**src/rtl/rv_isa_pkg.sv**
```systemverilog
package rv_isa_pkg;

    localparam int XLEN       = 32;
    localparam int REG_ADDR_W = 5;

    // Major opcodes handled by the execute stage
    localparam logic [6:0] OPCODE_OP     = 7'b0110011;
    localparam logic [6:0] OPCODE_OP_IMM = 7'b0010011;
    localparam logic [6:0] OPCODE_LUI    = 7'b0110111;
    localparam logic [6:0] OPCODE_AUIPC  = 7'b0010111;
    localparam logic [6:0] OPCODE_JAL    = 7'b1101111;
    localparam logic [6:0] OPCODE_JALR   = 7'b1100111;
    localparam logic [6:0] OPCODE_BRANCH = 7'b1100011;

    localparam logic [6:0] FUNCT7_BASE   = 7'b0000000;
    localparam logic [6:0] FUNCT7_ALT    = 7'b0100000;
    localparam logic [6:0] FUNCT7_MULDIV = 7'b0000001;

    typedef struct packed {
        logic [6:0]            funct7;
        logic [REG_ADDR_W-1:0] rs2;
        logic [REG_ADDR_W-1:0] rs1;
        logic [2:0]            funct3;
        logic [REG_ADDR_W-1:0] rd;
        logic [6:0]            opcode;
    } r_type_t;

    typedef struct packed {
        logic [11:0]           imm_11_0;
        logic [REG_ADDR_W-1:0] rs1;
        logic [2:0]            funct3;
        logic [REG_ADDR_W-1:0] rd;
        logic [6:0]            opcode;
    } i_type_t;

    typedef struct packed {
        logic [6:0]            imm_11_5;
        logic [REG_ADDR_W-1:0] rs2;
        logic [REG_ADDR_W-1:0] rs1;
        logic [2:0]            funct3;
        logic [4:0]            imm_4_0;
        logic [6:0]            opcode;
    } s_type_t;

    typedef struct packed {
        logic                  imm_12;
        logic [5:0]            imm_10_5;
        logic [REG_ADDR_W-1:0] rs2;
        logic [REG_ADDR_W-1:0] rs1;
        logic [2:0]            funct3;
        logic [3:0]            imm_4_1;
        logic                  imm_11;
        logic [6:0]            opcode;
    } b_type_t;

    typedef struct packed {
        logic [19:0]           imm_31_12;
        logic [REG_ADDR_W-1:0] rd;
        logic [6:0]            opcode;
    } u_type_t;

    typedef struct packed {
        logic                  imm_20;
        logic [9:0]            imm_10_1;
        logic                  imm_11;
        logic [7:0]            imm_19_12;
        logic [REG_ADDR_W-1:0] rd;
        logic [6:0]            opcode;
    } j_type_t;

    // One instruction word, seen through each encoding format
    typedef union packed {
        logic [31:0] word;
        r_type_t     r;
        i_type_t     i;
        s_type_t     s;
        b_type_t     b;
        u_type_t     u;
        j_type_t     j;
    } instr_u;

endpackage

```
**src/rtl/exec_pkg.sv**
```systemverilog
package exec_pkg;

    import rv_isa_pkg::*;

    // Command back to fetch/decode
    typedef enum logic [1:0] {
        IDLE         = 2'd0,
        BRANCH_TAKEN = 2'd1
    } e2d_cmd_t;

    typedef enum logic [2:0] {
        ALU,
        LUI,
        AUIPC,
        JAL,
        JALR,
        BRANCH,
        MULDIV,
        ILLEGAL
    } op_class_t;

    // Encoded exactly as funct3 of the M extension
    typedef enum logic [2:0] {
        MUL    = 3'b000,
        MULH   = 3'b001,
        MULHSU = 3'b010,
        MULHU  = 3'b011,
        DIV    = 3'b100,
        DIVU   = 3'b101,
        REM    = 3'b110,
        REMU   = 3'b111
    } muldiv_op_t;

    typedef struct packed {
        instr_u          instr;
        logic [XLEN-1:0] pc;
        logic [XLEN-1:0] rs1;
        logic [XLEN-1:0] rs2;
    } exec_req_t;

    typedef struct packed {
        logic                  ready;
        e2d_cmd_t              cmd;
        logic [XLEN-1:0]       branch_target;
        logic                  rd_write;
        logic [REG_ADDR_W-1:0] rd_waddr;
        logic [XLEN-1:0]       rd_wdata;
        logic                  illegal;
    } exec_resp_t;

    typedef struct packed {
        op_class_t       op_class;
        logic [XLEN-1:0] imm;
        logic [2:0]      funct3;
    } decoded_t;

endpackage

```
**src/rtl/exec_alu.sv**
```systemverilog
`timescale 1ns/1ns

module exec_alu
    import rv_isa_pkg::*;
(
    input  instr_u          instr,
    input  logic [XLEN-1:0] rs1,
    input  logic [XLEN-1:0] rs2,
    input  logic [XLEN-1:0] imm,
    output logic [XLEN-1:0] result,
    output logic            illegal,
    output logic            branch_taken
);

    logic            is_op;
    logic            is_op_imm;
    logic            is_branch;
    logic            alt;
    logic [XLEN-1:0] opb;
    logic [4:0]      shamt;

    assign is_op     = (instr.r.opcode == OPCODE_OP);
    assign is_op_imm = (instr.r.opcode == OPCODE_OP_IMM);
    assign is_branch = (instr.r.opcode == OPCODE_BRANCH);
    assign alt       = (instr.r.funct7 == FUNCT7_ALT);

    assign opb   = is_op ? rs2 : imm;
    assign shamt = is_op ? rs2[4:0] : instr.i.imm_11_0[4:0];

    always_comb begin
        case (instr.r.funct3)
            3'b000: result = (is_op && alt) ? rs1 - opb : rs1 + opb;
            3'b001: result = rs1 << shamt;
            3'b010: result = {{(XLEN-1){1'b0}}, $signed(rs1) < $signed(opb)};
            3'b011: result = {{(XLEN-1){1'b0}}, rs1 < opb};
            3'b100: result = rs1 ^ opb;
            3'b101: result = alt ? XLEN'($signed(rs1) >>> shamt) : rs1 >> shamt;
            3'b110: result = rs1 | opb;
            default: result = rs1 & opb;
        endcase
    end

    // ALT funct7 is only legal on SUB and the arithmetic right shifts
    always_comb begin
        illegal = 1'b0;
        if (is_op) begin
            illegal = !(instr.r.funct7 == FUNCT7_BASE ||
                        (alt && (instr.r.funct3 == 3'b000 || instr.r.funct3 == 3'b101)));
        end else if (is_op_imm && instr.r.funct3 == 3'b001) begin
            illegal = (instr.r.funct7 != FUNCT7_BASE);
        end else if (is_op_imm && instr.r.funct3 == 3'b101) begin
            illegal = !(instr.r.funct7 == FUNCT7_BASE || alt);
        end else if (is_branch) begin
            illegal = (instr.b.funct3[2:1] == 2'b01);
        end
    end

    always_comb begin
        case (instr.b.funct3)
            3'b000: branch_taken = (rs1 == rs2);
            3'b001: branch_taken = (rs1 != rs2);
            3'b100: branch_taken = ($signed(rs1) < $signed(rs2));
            3'b101: branch_taken = ($signed(rs1) >= $signed(rs2));
            3'b110: branch_taken = (rs1 < rs2);
            3'b111: branch_taken = (rs1 >= rs2);
            default: branch_taken = 1'b0;
        endcase
    end

endmodule

```
**src/rtl/exec_decode.sv**
```systemverilog
`timescale 1ns/1ns

module exec_decode
    import rv_isa_pkg::*, exec_pkg::*;
(
    input  instr_u   instr,
    output decoded_t decoded
);

    logic [XLEN-1:0] imm_i;
    logic [XLEN-1:0] imm_b;
    logic [XLEN-1:0] imm_u;
    logic [XLEN-1:0] imm_j;

    // Immediate formats, sign taken from bit 31
    assign imm_i = {{20{instr.i.imm_11_0[11]}}, instr.i.imm_11_0};
    assign imm_b = {{19{instr.b.imm_12}}, instr.b.imm_12, instr.b.imm_11,
                    instr.b.imm_10_5, instr.b.imm_4_1, 1'b0};
    assign imm_u = {instr.u.imm_31_12, 12'h000};
    assign imm_j = {{11{instr.j.imm_20}}, instr.j.imm_20, instr.j.imm_19_12,
                    instr.j.imm_11, instr.j.imm_10_1, 1'b0};

    always_comb begin
        decoded.funct3   = instr.r.funct3;
        decoded.imm      = imm_i;
        decoded.op_class = ILLEGAL;
        case (instr.r.opcode)
            OPCODE_OP: begin
                // M extension shares the OP opcode
                if (instr.r.funct7 == FUNCT7_MULDIV) begin
                    decoded.op_class = MULDIV;
                end else begin
                    decoded.op_class = ALU;
                end
            end
            OPCODE_OP_IMM: begin
                decoded.op_class = ALU;
            end
            OPCODE_LUI: begin
                decoded.op_class = LUI;
                decoded.imm      = imm_u;
            end
            OPCODE_AUIPC: begin
                decoded.op_class = AUIPC;
                decoded.imm      = imm_u;
            end
            OPCODE_JAL: begin
                decoded.op_class = JAL;
                decoded.imm      = imm_j;
            end
            OPCODE_JALR: begin
                if (instr.i.funct3 == 3'b000) begin
                    decoded.op_class = JALR;
                end
            end
            OPCODE_BRANCH: begin
                decoded.op_class = BRANCH;
                decoded.imm      = imm_b;
            end
            default: begin
                decoded.op_class = ILLEGAL;
            end
        endcase
    end

endmodule

```
**src/rtl/exec_muldiv.sv**
```systemverilog
`timescale 1ns/1ns

module exec_muldiv
    import rv_isa_pkg::*, exec_pkg::*;
(
    input  logic            clk,
    input  logic            rst_n,
    input  logic            req,
    input  muldiv_op_t      op,
    input  logic [XLEN-1:0] rs1,
    input  logic [XLEN-1:0] rs2,
    output logic            done,
    output logic [XLEN-1:0] result
);

    logic                busy;
    logic [4:0]          cnt;
    logic [2*XLEN-1:0]   acc;
    logic [XLEN-1:0]     divisor_q;
    muldiv_op_t          op_q;
    logic                neg_q;

    logic                a_neg;
    logic                b_neg;
    logic                start;
    logic [XLEN:0]       mul_sum;
    logic [XLEN:0]       partial;
    logic [XLEN+1:0]     diff;
    logic [2*XLEN-1:0]   acc_neg;

    assign a_neg = rs1[XLEN-1] && (op inside {MUL, MULH, MULHSU, DIV, REM});
    assign b_neg = rs2[XLEN-1] && (op inside {MUL, MULH, DIV, REM});
    assign start = req && !busy && !done;

    // Shift-add step, acc holds {product high, multiplier low}
    assign mul_sum = {1'b0, acc[2*XLEN-1:XLEN]} + (acc[0] ? {1'b0, divisor_q} : '0);

    // Restoring step, acc holds {remainder, quotient}
    assign partial = acc[2*XLEN-1:XLEN-1];
    assign diff    = {1'b0, partial} - {2'b00, divisor_q};

    always_ff @(posedge clk) begin
        if (!rst_n) begin
            busy <= 1'b0;
            done <= 1'b0;
            cnt  <= '0;
        end else begin
            done <= 1'b0;
            if (start) begin
                busy <= 1'b1;
                cnt  <= '0;
            end else if (busy) begin
                cnt <= cnt + 5'd1;
                if (cnt == 5'd31) begin
                    busy <= 1'b0;
                    done <= 1'b1;
                end
            end
        end
    end

    // Operands go in as magnitudes; the sign is fixed up at the end
    always_ff @(posedge clk) begin
        if (start) begin
            acc       <= {{XLEN{1'b0}}, a_neg ? -rs1 : rs1};
            divisor_q <= b_neg ? -rs2 : rs2;
            op_q      <= op;
            // Divide by zero keeps the all-ones quotient unsigned
            if (op inside {REM, REMU}) begin
                neg_q <= a_neg;
            end else begin
                neg_q <= (a_neg ^ b_neg) && !(op[2] && rs2 == '0);
            end
        end else if (busy) begin
            if (!op_q[2]) begin
                acc <= {mul_sum, acc[XLEN-1:1]};
            end else if (!diff[XLEN+1]) begin
                acc <= {diff[XLEN-1:0], acc[XLEN-2:0], 1'b1};
            end else begin
                acc <= {partial[XLEN-1:0], acc[XLEN-2:0], 1'b0};
            end
        end
    end

    // MIN/-1 needs no special case: 0x80000000 unsigned over 1 with no sign flip
    assign acc_neg = -acc;

    always_comb begin
        case (op_q)
            MUL:           result = neg_q ? acc_neg[XLEN-1:0] : acc[XLEN-1:0];
            MULH, MULHSU:  result = neg_q ? acc_neg[2*XLEN-1:XLEN] : acc[2*XLEN-1:XLEN];
            MULHU:         result = acc[2*XLEN-1:XLEN];
            DIV, DIVU:     result = neg_q ? -acc[XLEN-1:0] : acc[XLEN-1:0];
            default:       result = neg_q ? -acc[2*XLEN-1:XLEN] : acc[2*XLEN-1:XLEN];
        endcase
    end

endmodule

```
**src/rtl/exec_stage.sv**
```systemverilog
`timescale 1ns/1ns

module exec_stage
    import rv_isa_pkg::*, exec_pkg::*;
(
    input  logic       clk,
    input  logic       rst_n,
    input  logic       d2e_valid,
    input  exec_req_t  d2e_req,
    output exec_resp_t e2d_resp
);

    decoded_t        dec;
    logic [XLEN-1:0] alu_result;
    logic            alu_illegal;
    logic            alu_branch_taken;
    logic            md_req;
    logic            md_done;
    logic [XLEN-1:0] md_result;

    logic            branch_phase;
    logic            branch_taken_q;
    logic            done_now;
    logic            wr_en;
    logic [XLEN-1:0] pc_imm;
    logic [XLEN-1:0] jalr_target;
    logic [XLEN-1:0] pc_plus_4;

    exec_decode u_decode (
        .instr   (d2e_req.instr),
        .decoded (dec)
    );

    exec_alu u_alu (
        .instr        (d2e_req.instr),
        .rs1          (d2e_req.rs1),
        .rs2          (d2e_req.rs2),
        .imm          (dec.imm),
        .result       (alu_result),
        .illegal      (alu_illegal),
        .branch_taken (alu_branch_taken)
    );

    assign md_req = d2e_valid && (dec.op_class == MULDIV);

    exec_muldiv u_muldiv (
        .clk    (clk),
        .rst_n  (rst_n),
        .req    (md_req),
        .op     (muldiv_op_t'(dec.funct3)),
        .rs1    (d2e_req.rs1),
        .rs2    (d2e_req.rs2),
        .done   (md_done),
        .result (md_result)
    );

    // One adder serves branch, JAL and AUIPC targets
    assign pc_imm      = d2e_req.pc + dec.imm;
    assign jalr_target = (d2e_req.rs1 + dec.imm) & ~{{(XLEN-1){1'b0}}, 1'b1};
    assign pc_plus_4   = d2e_req.pc + 32'd4;

    // Branch takes two cycles, condition is captured in the first
    always_ff @(posedge clk) begin
        if (!rst_n) begin
            branch_phase <= 1'b0;
        end else if (d2e_valid && dec.op_class == BRANCH && !alu_illegal) begin
            branch_phase <= !branch_phase;
        end
    end

    always_ff @(posedge clk) begin
        if (d2e_valid && !branch_phase) begin
            branch_taken_q <= alu_branch_taken;
        end
    end

    always_comb begin
        done_now                = 1'b1;
        wr_en                   = 1'b1;
        e2d_resp.cmd            = IDLE;
        e2d_resp.branch_target  = pc_imm;
        e2d_resp.rd_wdata       = alu_result;
        e2d_resp.illegal        = 1'b0;
        case (dec.op_class)
            ALU: begin
                e2d_resp.illegal = alu_illegal;
                wr_en            = !alu_illegal;
            end
            LUI:   e2d_resp.rd_wdata = dec.imm;
            AUIPC: e2d_resp.rd_wdata = pc_imm;
            JAL: begin
                e2d_resp.cmd      = BRANCH_TAKEN;
                e2d_resp.rd_wdata = pc_plus_4;
            end
            JALR: begin
                e2d_resp.cmd           = BRANCH_TAKEN;
                e2d_resp.branch_target = jalr_target;
                e2d_resp.rd_wdata      = pc_plus_4;
                // Misaligned target suppresses the link write
                wr_en                  = !jalr_target[1];
            end
            BRANCH: begin
                wr_en = 1'b0;
                if (alu_illegal) begin
                    e2d_resp.illegal = 1'b1;
                end else begin
                    done_now     = branch_phase;
                    e2d_resp.cmd = (branch_phase && branch_taken_q) ? BRANCH_TAKEN : IDLE;
                end
            end
            MULDIV: begin
                done_now          = md_done;
                e2d_resp.rd_wdata = md_result;
            end
            default: begin
                wr_en            = 1'b0;
                e2d_resp.illegal = 1'b1;
            end
        endcase
        e2d_resp.ready    = d2e_valid && done_now;
        e2d_resp.rd_waddr = d2e_req.instr.r.rd;
        e2d_resp.rd_write = e2d_resp.ready && wr_en && (d2e_req.instr.r.rd != '0);
    end

endmodule

```
**config.mk**
```make
export PLATFORM = sky130hd
export DESIGN_NAME = exec_stage
export DESIGN_NICKNAME = d
export VERILOG_FILES = /design/src/rtl/rv_isa_pkg.sv /design/src/rtl/exec_pkg.sv /design/src/rtl/exec_alu.sv /design/src/rtl/exec_decode.sv /design/src/rtl/exec_muldiv.sv /design/src/rtl/exec_stage.sv
export SDC_FILE = /design/constraint.sdc
export NUM_CORES = 2
export LEC_CHECK = 0
export ABC_AREA = 1
export BUFFER_PORTS_ARGS = -buffer_cell sky130_fd_sc_hd__buf_2
export CORE_ASPECT_RATIO = 0.8
export CORE_MARGIN = 2
export CORE_UTILIZATION = 40
export DETAILED_ROUTE_END_ITERATION = 16
export PLACE_DENSITY = 0.69
export SYNTH_ARGS = -nofsm -noshare
export SYNTH_HDL_FRONTEND = slang
export SYNTH_HIERARCHICAL = 1
export SYNTH_SLANG_ARGS = --single-unit
```
**constraint.sdc**
```tcl
create_clock -name clk -period 3.3 [get_ports clk]
set_clock_uncertainty 0.2 [all_clocks]
set_input_delay 0.165 -clock clk [delete_from_list [all_inputs] [get_ports clk]]
set_output_delay 0.165 -clock clk [all_outputs]
set_load 0.1 [all_outputs]
```
# Word level (Yosys, flattened, before mapping)
# Index checks and enable logic that the tools add are counted.
# op_classes
add_sub_neg	13
eq_ne	31
reduce_logical	48
bitwise_logic	6
shift	3
magnitude_cmp	6
n_mux	41
# ops
cell	count
2-to-1 mux 32 bit	13
case mux 32 bit (4 select lines)	2
case mux 32 bit (7 select lines)	1
< comparator 32 bit	4
2-to-1 mux 64 bit	2
negator 32 bit	4
adder 32 bit	3
case mux 31 bit (3 select lines)	1
greater-or-equal comparator 32 bit	2
negator 64 bit	1
subtractor 33 x 32 -> 34 bit	1
adder 32 x 32 -> 33 bit	1
adder 32 x 3 -> 32 bit (second input constant)	1
AND 32 bit	1
== test 32 bit	1
logical NOT 32 bit	1
inequality test 32 bit	1
bitwise OR 32 bit	1
<< shifter 32 x 5 -> 32 bit	1
right shift 32 x 5 -> 32 bit	1
>>> shifter 32 x 5 -> 32 bit	1
subtractor 32 bit	1
XOR 32 bit	1
== test 3 bit (second input constant)	9
other kinds (32)	93
# totals
regBits	109
out_inout_bits	74

# Logic depth before layout (Yosys ltp)
# depth
word_depth	11
ltp_mapped	31
mapped_depth_nobuf	31

# Modules after synthesis
# Netlist, hierarchy kept.
# by_module_without_submodules
module	area_per_inst_um2	n_inst	seq_area_each_um2	cells_per_inst
exec_muldiv	15093.2	1	2822.7	2689
exec_alu	11081.9	1	0.0	2190
exec_stage	7141.8	1	50.0	1480
exec_decode	623.1	1	0.0	141

# Least setup slack after synthesis
# Ideal clock, no wire load.
# synth_timing
path_type	input to output
startpoint	input d2e_req[98] (netlist bit)
endpoint	output e2d_resp[17] (netlist bit)
stages	25
path_slack_ps	-1353
arrival_ps	4288
path_buffers	2
path_cell_list	inv_1 -> nand2_1 -> nor2_8 -> nand2_8 -> buf_6 -> clkbuf_1 -> o21ai_0 -> inv_1 -> ha_1 -> inv_1 -> a21oi_1 -> o21ai_0 -> a21oi_1 -> nand2_1 -> nand2_1 -> nand2_1 -> o21ai_0 -> inv_1 -> nand2_1 -> nand3_1 -> nand3_1 -> nand2_1 -> inv_1 -> nor2_1 -> a21oi_1
# synth_rtl
element	line_no	source
start: declaration	exec_stage.sv:9	input exec_req_t d2e_req,
end: declaration	exec_stage.sv:10	output exec_resp_t e2d_resp

==> summary.md <==
| Metric | Value |
|---|---|
| Worst EP arrival | 3.74 ns |
| Length of routed met3 wiring | 33.31 mm |
| Worst-skew pair later-pin latency | 0.39 ns |
| CTS root buffer | clkbuf_16 |
| Die W | 329.7 um |
| Dpl ws | -1.342 ns |
| Most frequent cells in the layout | nand2_1 (1956), buf_4 (896), inv_1 (870), nand3_1 (729), nor2_1 (514) |
| Cell family with most CP delay | simple AND/OR/NAND/NOR gates |
| Die extent in y | 264.5 um |
| Pleak | 25.69 nW |
| Worst Tran Pin Value | 0.8083 ns |
| Iter 0 DRT Violations | 7957 |
| Crit path max fanout | 6 |
| Max-slew violations | 0 |
| Core area | 0.08404 sq mm |
| Detailed placer's ending HPWL | 170.4 mm |
| Drt drc | 0 |
| Top Ports | 205 |
| Vias per inst | 5.811 |
| Layout Cells excl Fill | 8630 |
| Mapped Area | 0.03394 sq mm |
| Die area | 0.08721 sq mm |
| Endpoints failing setup | 43 |
| Slowest stage delay, CP | 0.37 ns |
| Initial core utilization | 40.39% |
| Max Cap Violations | 0 |
| Fin worst setup slack | -0.8099 ns |
| Crit end category | primary output |
| Area of the multi-input gates | 0.03065 sq mm |
| Row count | 95 |
| YS warnings | 6 |
| Maximum vdd drop | 0.0003342 V |
| Post-route minimum period | 4.110 ns |
| Unrepaired setup endpoints after global routing | yes |
| Setup CP Type | in -> out |
| Pwr dens | 374.1 mW/mm^2 |
| CP Buf/Inv Count | 7 |
| First-pass GRT wire length | 291.8 mm |
| Post-synthesis async set-or-reset flop share | 0% |
| Num Clock Sinks | 109 |
| CTS clock-pin slew for the worst setup and hold paths | 0.08 ns |
| GPL Wtd Cong | 1.137 |
| Met1 Wirelength | 82.28 mm |
| H-tree depth | 3 |
| EDFF count, synth | 69 |
| Pin count of the biggest net entering global routing | 75 |
| WL per Instance | 24.00 um |
| Dominant register cell in the synthesized netlist | edfxtp_1 |
| Storage cell area | 0.002878 sq mm |
| HP Class | in -> reg |
| Max layer used | met5 |
| Max_slew headroom | 46.04% |
| Post-Syn Instances | 6500 |
| TritonCTS buffer count | 9 |
| Via count | 50.15k |
| Commonest non-fill, non-tap cell in the layout | nand2_1 |
| Antenna Violating Nets Remaining | 0 |
| Share of cells above drive strength 1 | 29.06% |
| Syn_area_per_cell | 5.222 sq um |
| Fin. Hold Viols | 0 |
| TritonCTS clock tree | built |
| Fmax | 243.3 MHz |
| Clock Path Buffers | 2 |
| GRT overflow | 0 |
| Inst Count DP | 8556 |
| Yosys reg bits | 109 |
| # diodes | 0 |
| Nets | 7907 |
| Filler instances | 8326 |
| Fin crit share | 124.5% |
| Slowest CP cell | ha_4 |
| Post-Syn Nets | 6897 |
| Nature of the critical path startpoint | primary input |
| Total iterations of the first detailed-routing run | 10 |
| Initial antenna violation count | 10 |
| # port buffers | 203 |
| Failing checks | negative setup slack |
| Layout overhead on the synthesized area | 46.04% |
| Cell variety after synth | 71 |
| Overall routing resource usage | 44.97% |
| Met2 wire len | 77.78 mm |
| Required @ worst endpoint | 2.93 ns |
| Status | finished with violations |
| Vias in the first global route | 44.77k |
| Post-Route WL | 207.1 mm |
| Sequential-to-total area share from yosys stat | 8.464% |
==> cells by family (layout without fill, tap and decap cells) <==
group,after synthesis,after routing,synth area share [%]
mux,1,1,0.02949
simple gates,4016,4019,51.09
other cells,1,1,0.01105
compound gates,800,800,13.21
fa+ha+maj,266,266,9.939
buf+inv,1183,2195,14.04
xor+xnor,124,124,3.222
flops,109,109,8.464
==> cells in the mapped netlist (65+ instances only) <==
cell | number | share of area, %
a21oi_1 | 313 | 4.6
buf_2 | 65 | 0.96
clkbuf_1 | 98 | 1.1
edfxtp_1 | 69 | 6.1
ha_1 | 260 | 9.6
inv_1 | 933 | 10
nand2_1 | 2170 | 24
nand3_1 | 835 | 12
nand4_1 | 106 | 2.0
nor2_1 | 619 | 6.8
nor3_1 | 67 | 0.99
o21ai_0 | 276 | 4.1
xor2_1 | 97 | 2.5
==> cell type report <==
class | instances | area share, %
inverter | 961 | 7.426
multi-input combinational | 5211 | 61.83
sequential | 109 | 5.806
clock buffer | 10 | 0.5049
tap | 1115 | 2.815
timing repair buffer | 1218 | 21.46
clock inverter | 6 | 0.1616
==> state kept, by name, summed over array words and instances, names as in the netlist <==
| signal | flops |
|---|---|
| u_muldiv/cnt | 5 |
| u_muldiv/busy | 1 |
| u_muldiv/op_q | 3 |
| u_muldiv/divisor_q | 32 |
| u_muldiv/done | 1 |
| u_muldiv/neg_q | 1 |
| branch_taken_q | 1 |
| u_muldiv/acc | 64 |
| branch_phase | 1 |
==> through the flow <==
step	power, mW	TNS, ns	util, %	hold slack [ns]	area [sq um]
3_5_place_dp	15.53	-42.17	53.24	0.2726	44740
5_1_grt	19.34	-26.81	58.98	0.03235	49570
6_report	18.54	-22.69	58.98	0.05401	49570
3_3_place_gp	15.43	-40.92	53.24	0.2542	44740
2_1_floorplan	9.804	-4.372	-	0.06387	34920
4_1_cts	17.34	-17.49	56.79	0.01544	47720
==> metal layers <==
metal / GRT usage [%] / vias up
met5: 0 / -
met4: 23.76 / 14
met3: 18.40 / 655
met2: 59.59 / 3473
met1: 61.00 / 23050
li1: - / 22960
==> repair_timing <==
item | CTS | global route
hold buffers | 1 | 0
setup endpoints to repair | 61 | 87
cloned | 7 | 2
pin swaps | 208 | 203
buffers inserted | 47 | 27
endpoints found under the hold margin | 5 | 0
resized for setup | 574 | 425
==> path summary, 6_finish.rpt <==
kind                         start               end  slack, ns  depth (start not counted)
setup / recovery       d2e_req[98]       e2d_resp[8]      -0.81                         26
hold / removal           d2e_valid    branch_taken_q       0.05                          3
hold reg to reg    u_muldiv/cnt[4]   u_muldiv/cnt[4]       0.29                          2
setup reg to reg  u_muldiv/acc[34]  u_muldiv/acc[46]       0.02                         14
==> worst reg2reg max path, cell delays in order (launching register included) <==
cell      delay (ns)
dfxtp_1         0.76
buf_4           0.26
ha_1            0.32
nand2_1         0.12
nand3_1         0.19
nand2_1         0.13
nand2_2         0.10
nand2_1         0.08
nand2_1         0.18
nand2_1         0.11
nand2_1         0.05
o21ai_0         0.28
nand3b_1        0.32
nand2_1         0.08
inv_1           0.06
==> where the power goes <==
group | leakage [nW] | total, mW | internal [mW] | switching (mW)
registers | 0.959 | 2.42 | 1.67 | 0.745
clock network | 0.161 | 1.23 | 0.596 | 0.636
logic | 24.6 | 14.9 | 5.28 | 9.62
No activity file was read; power rests on OpenSTA's default activity.
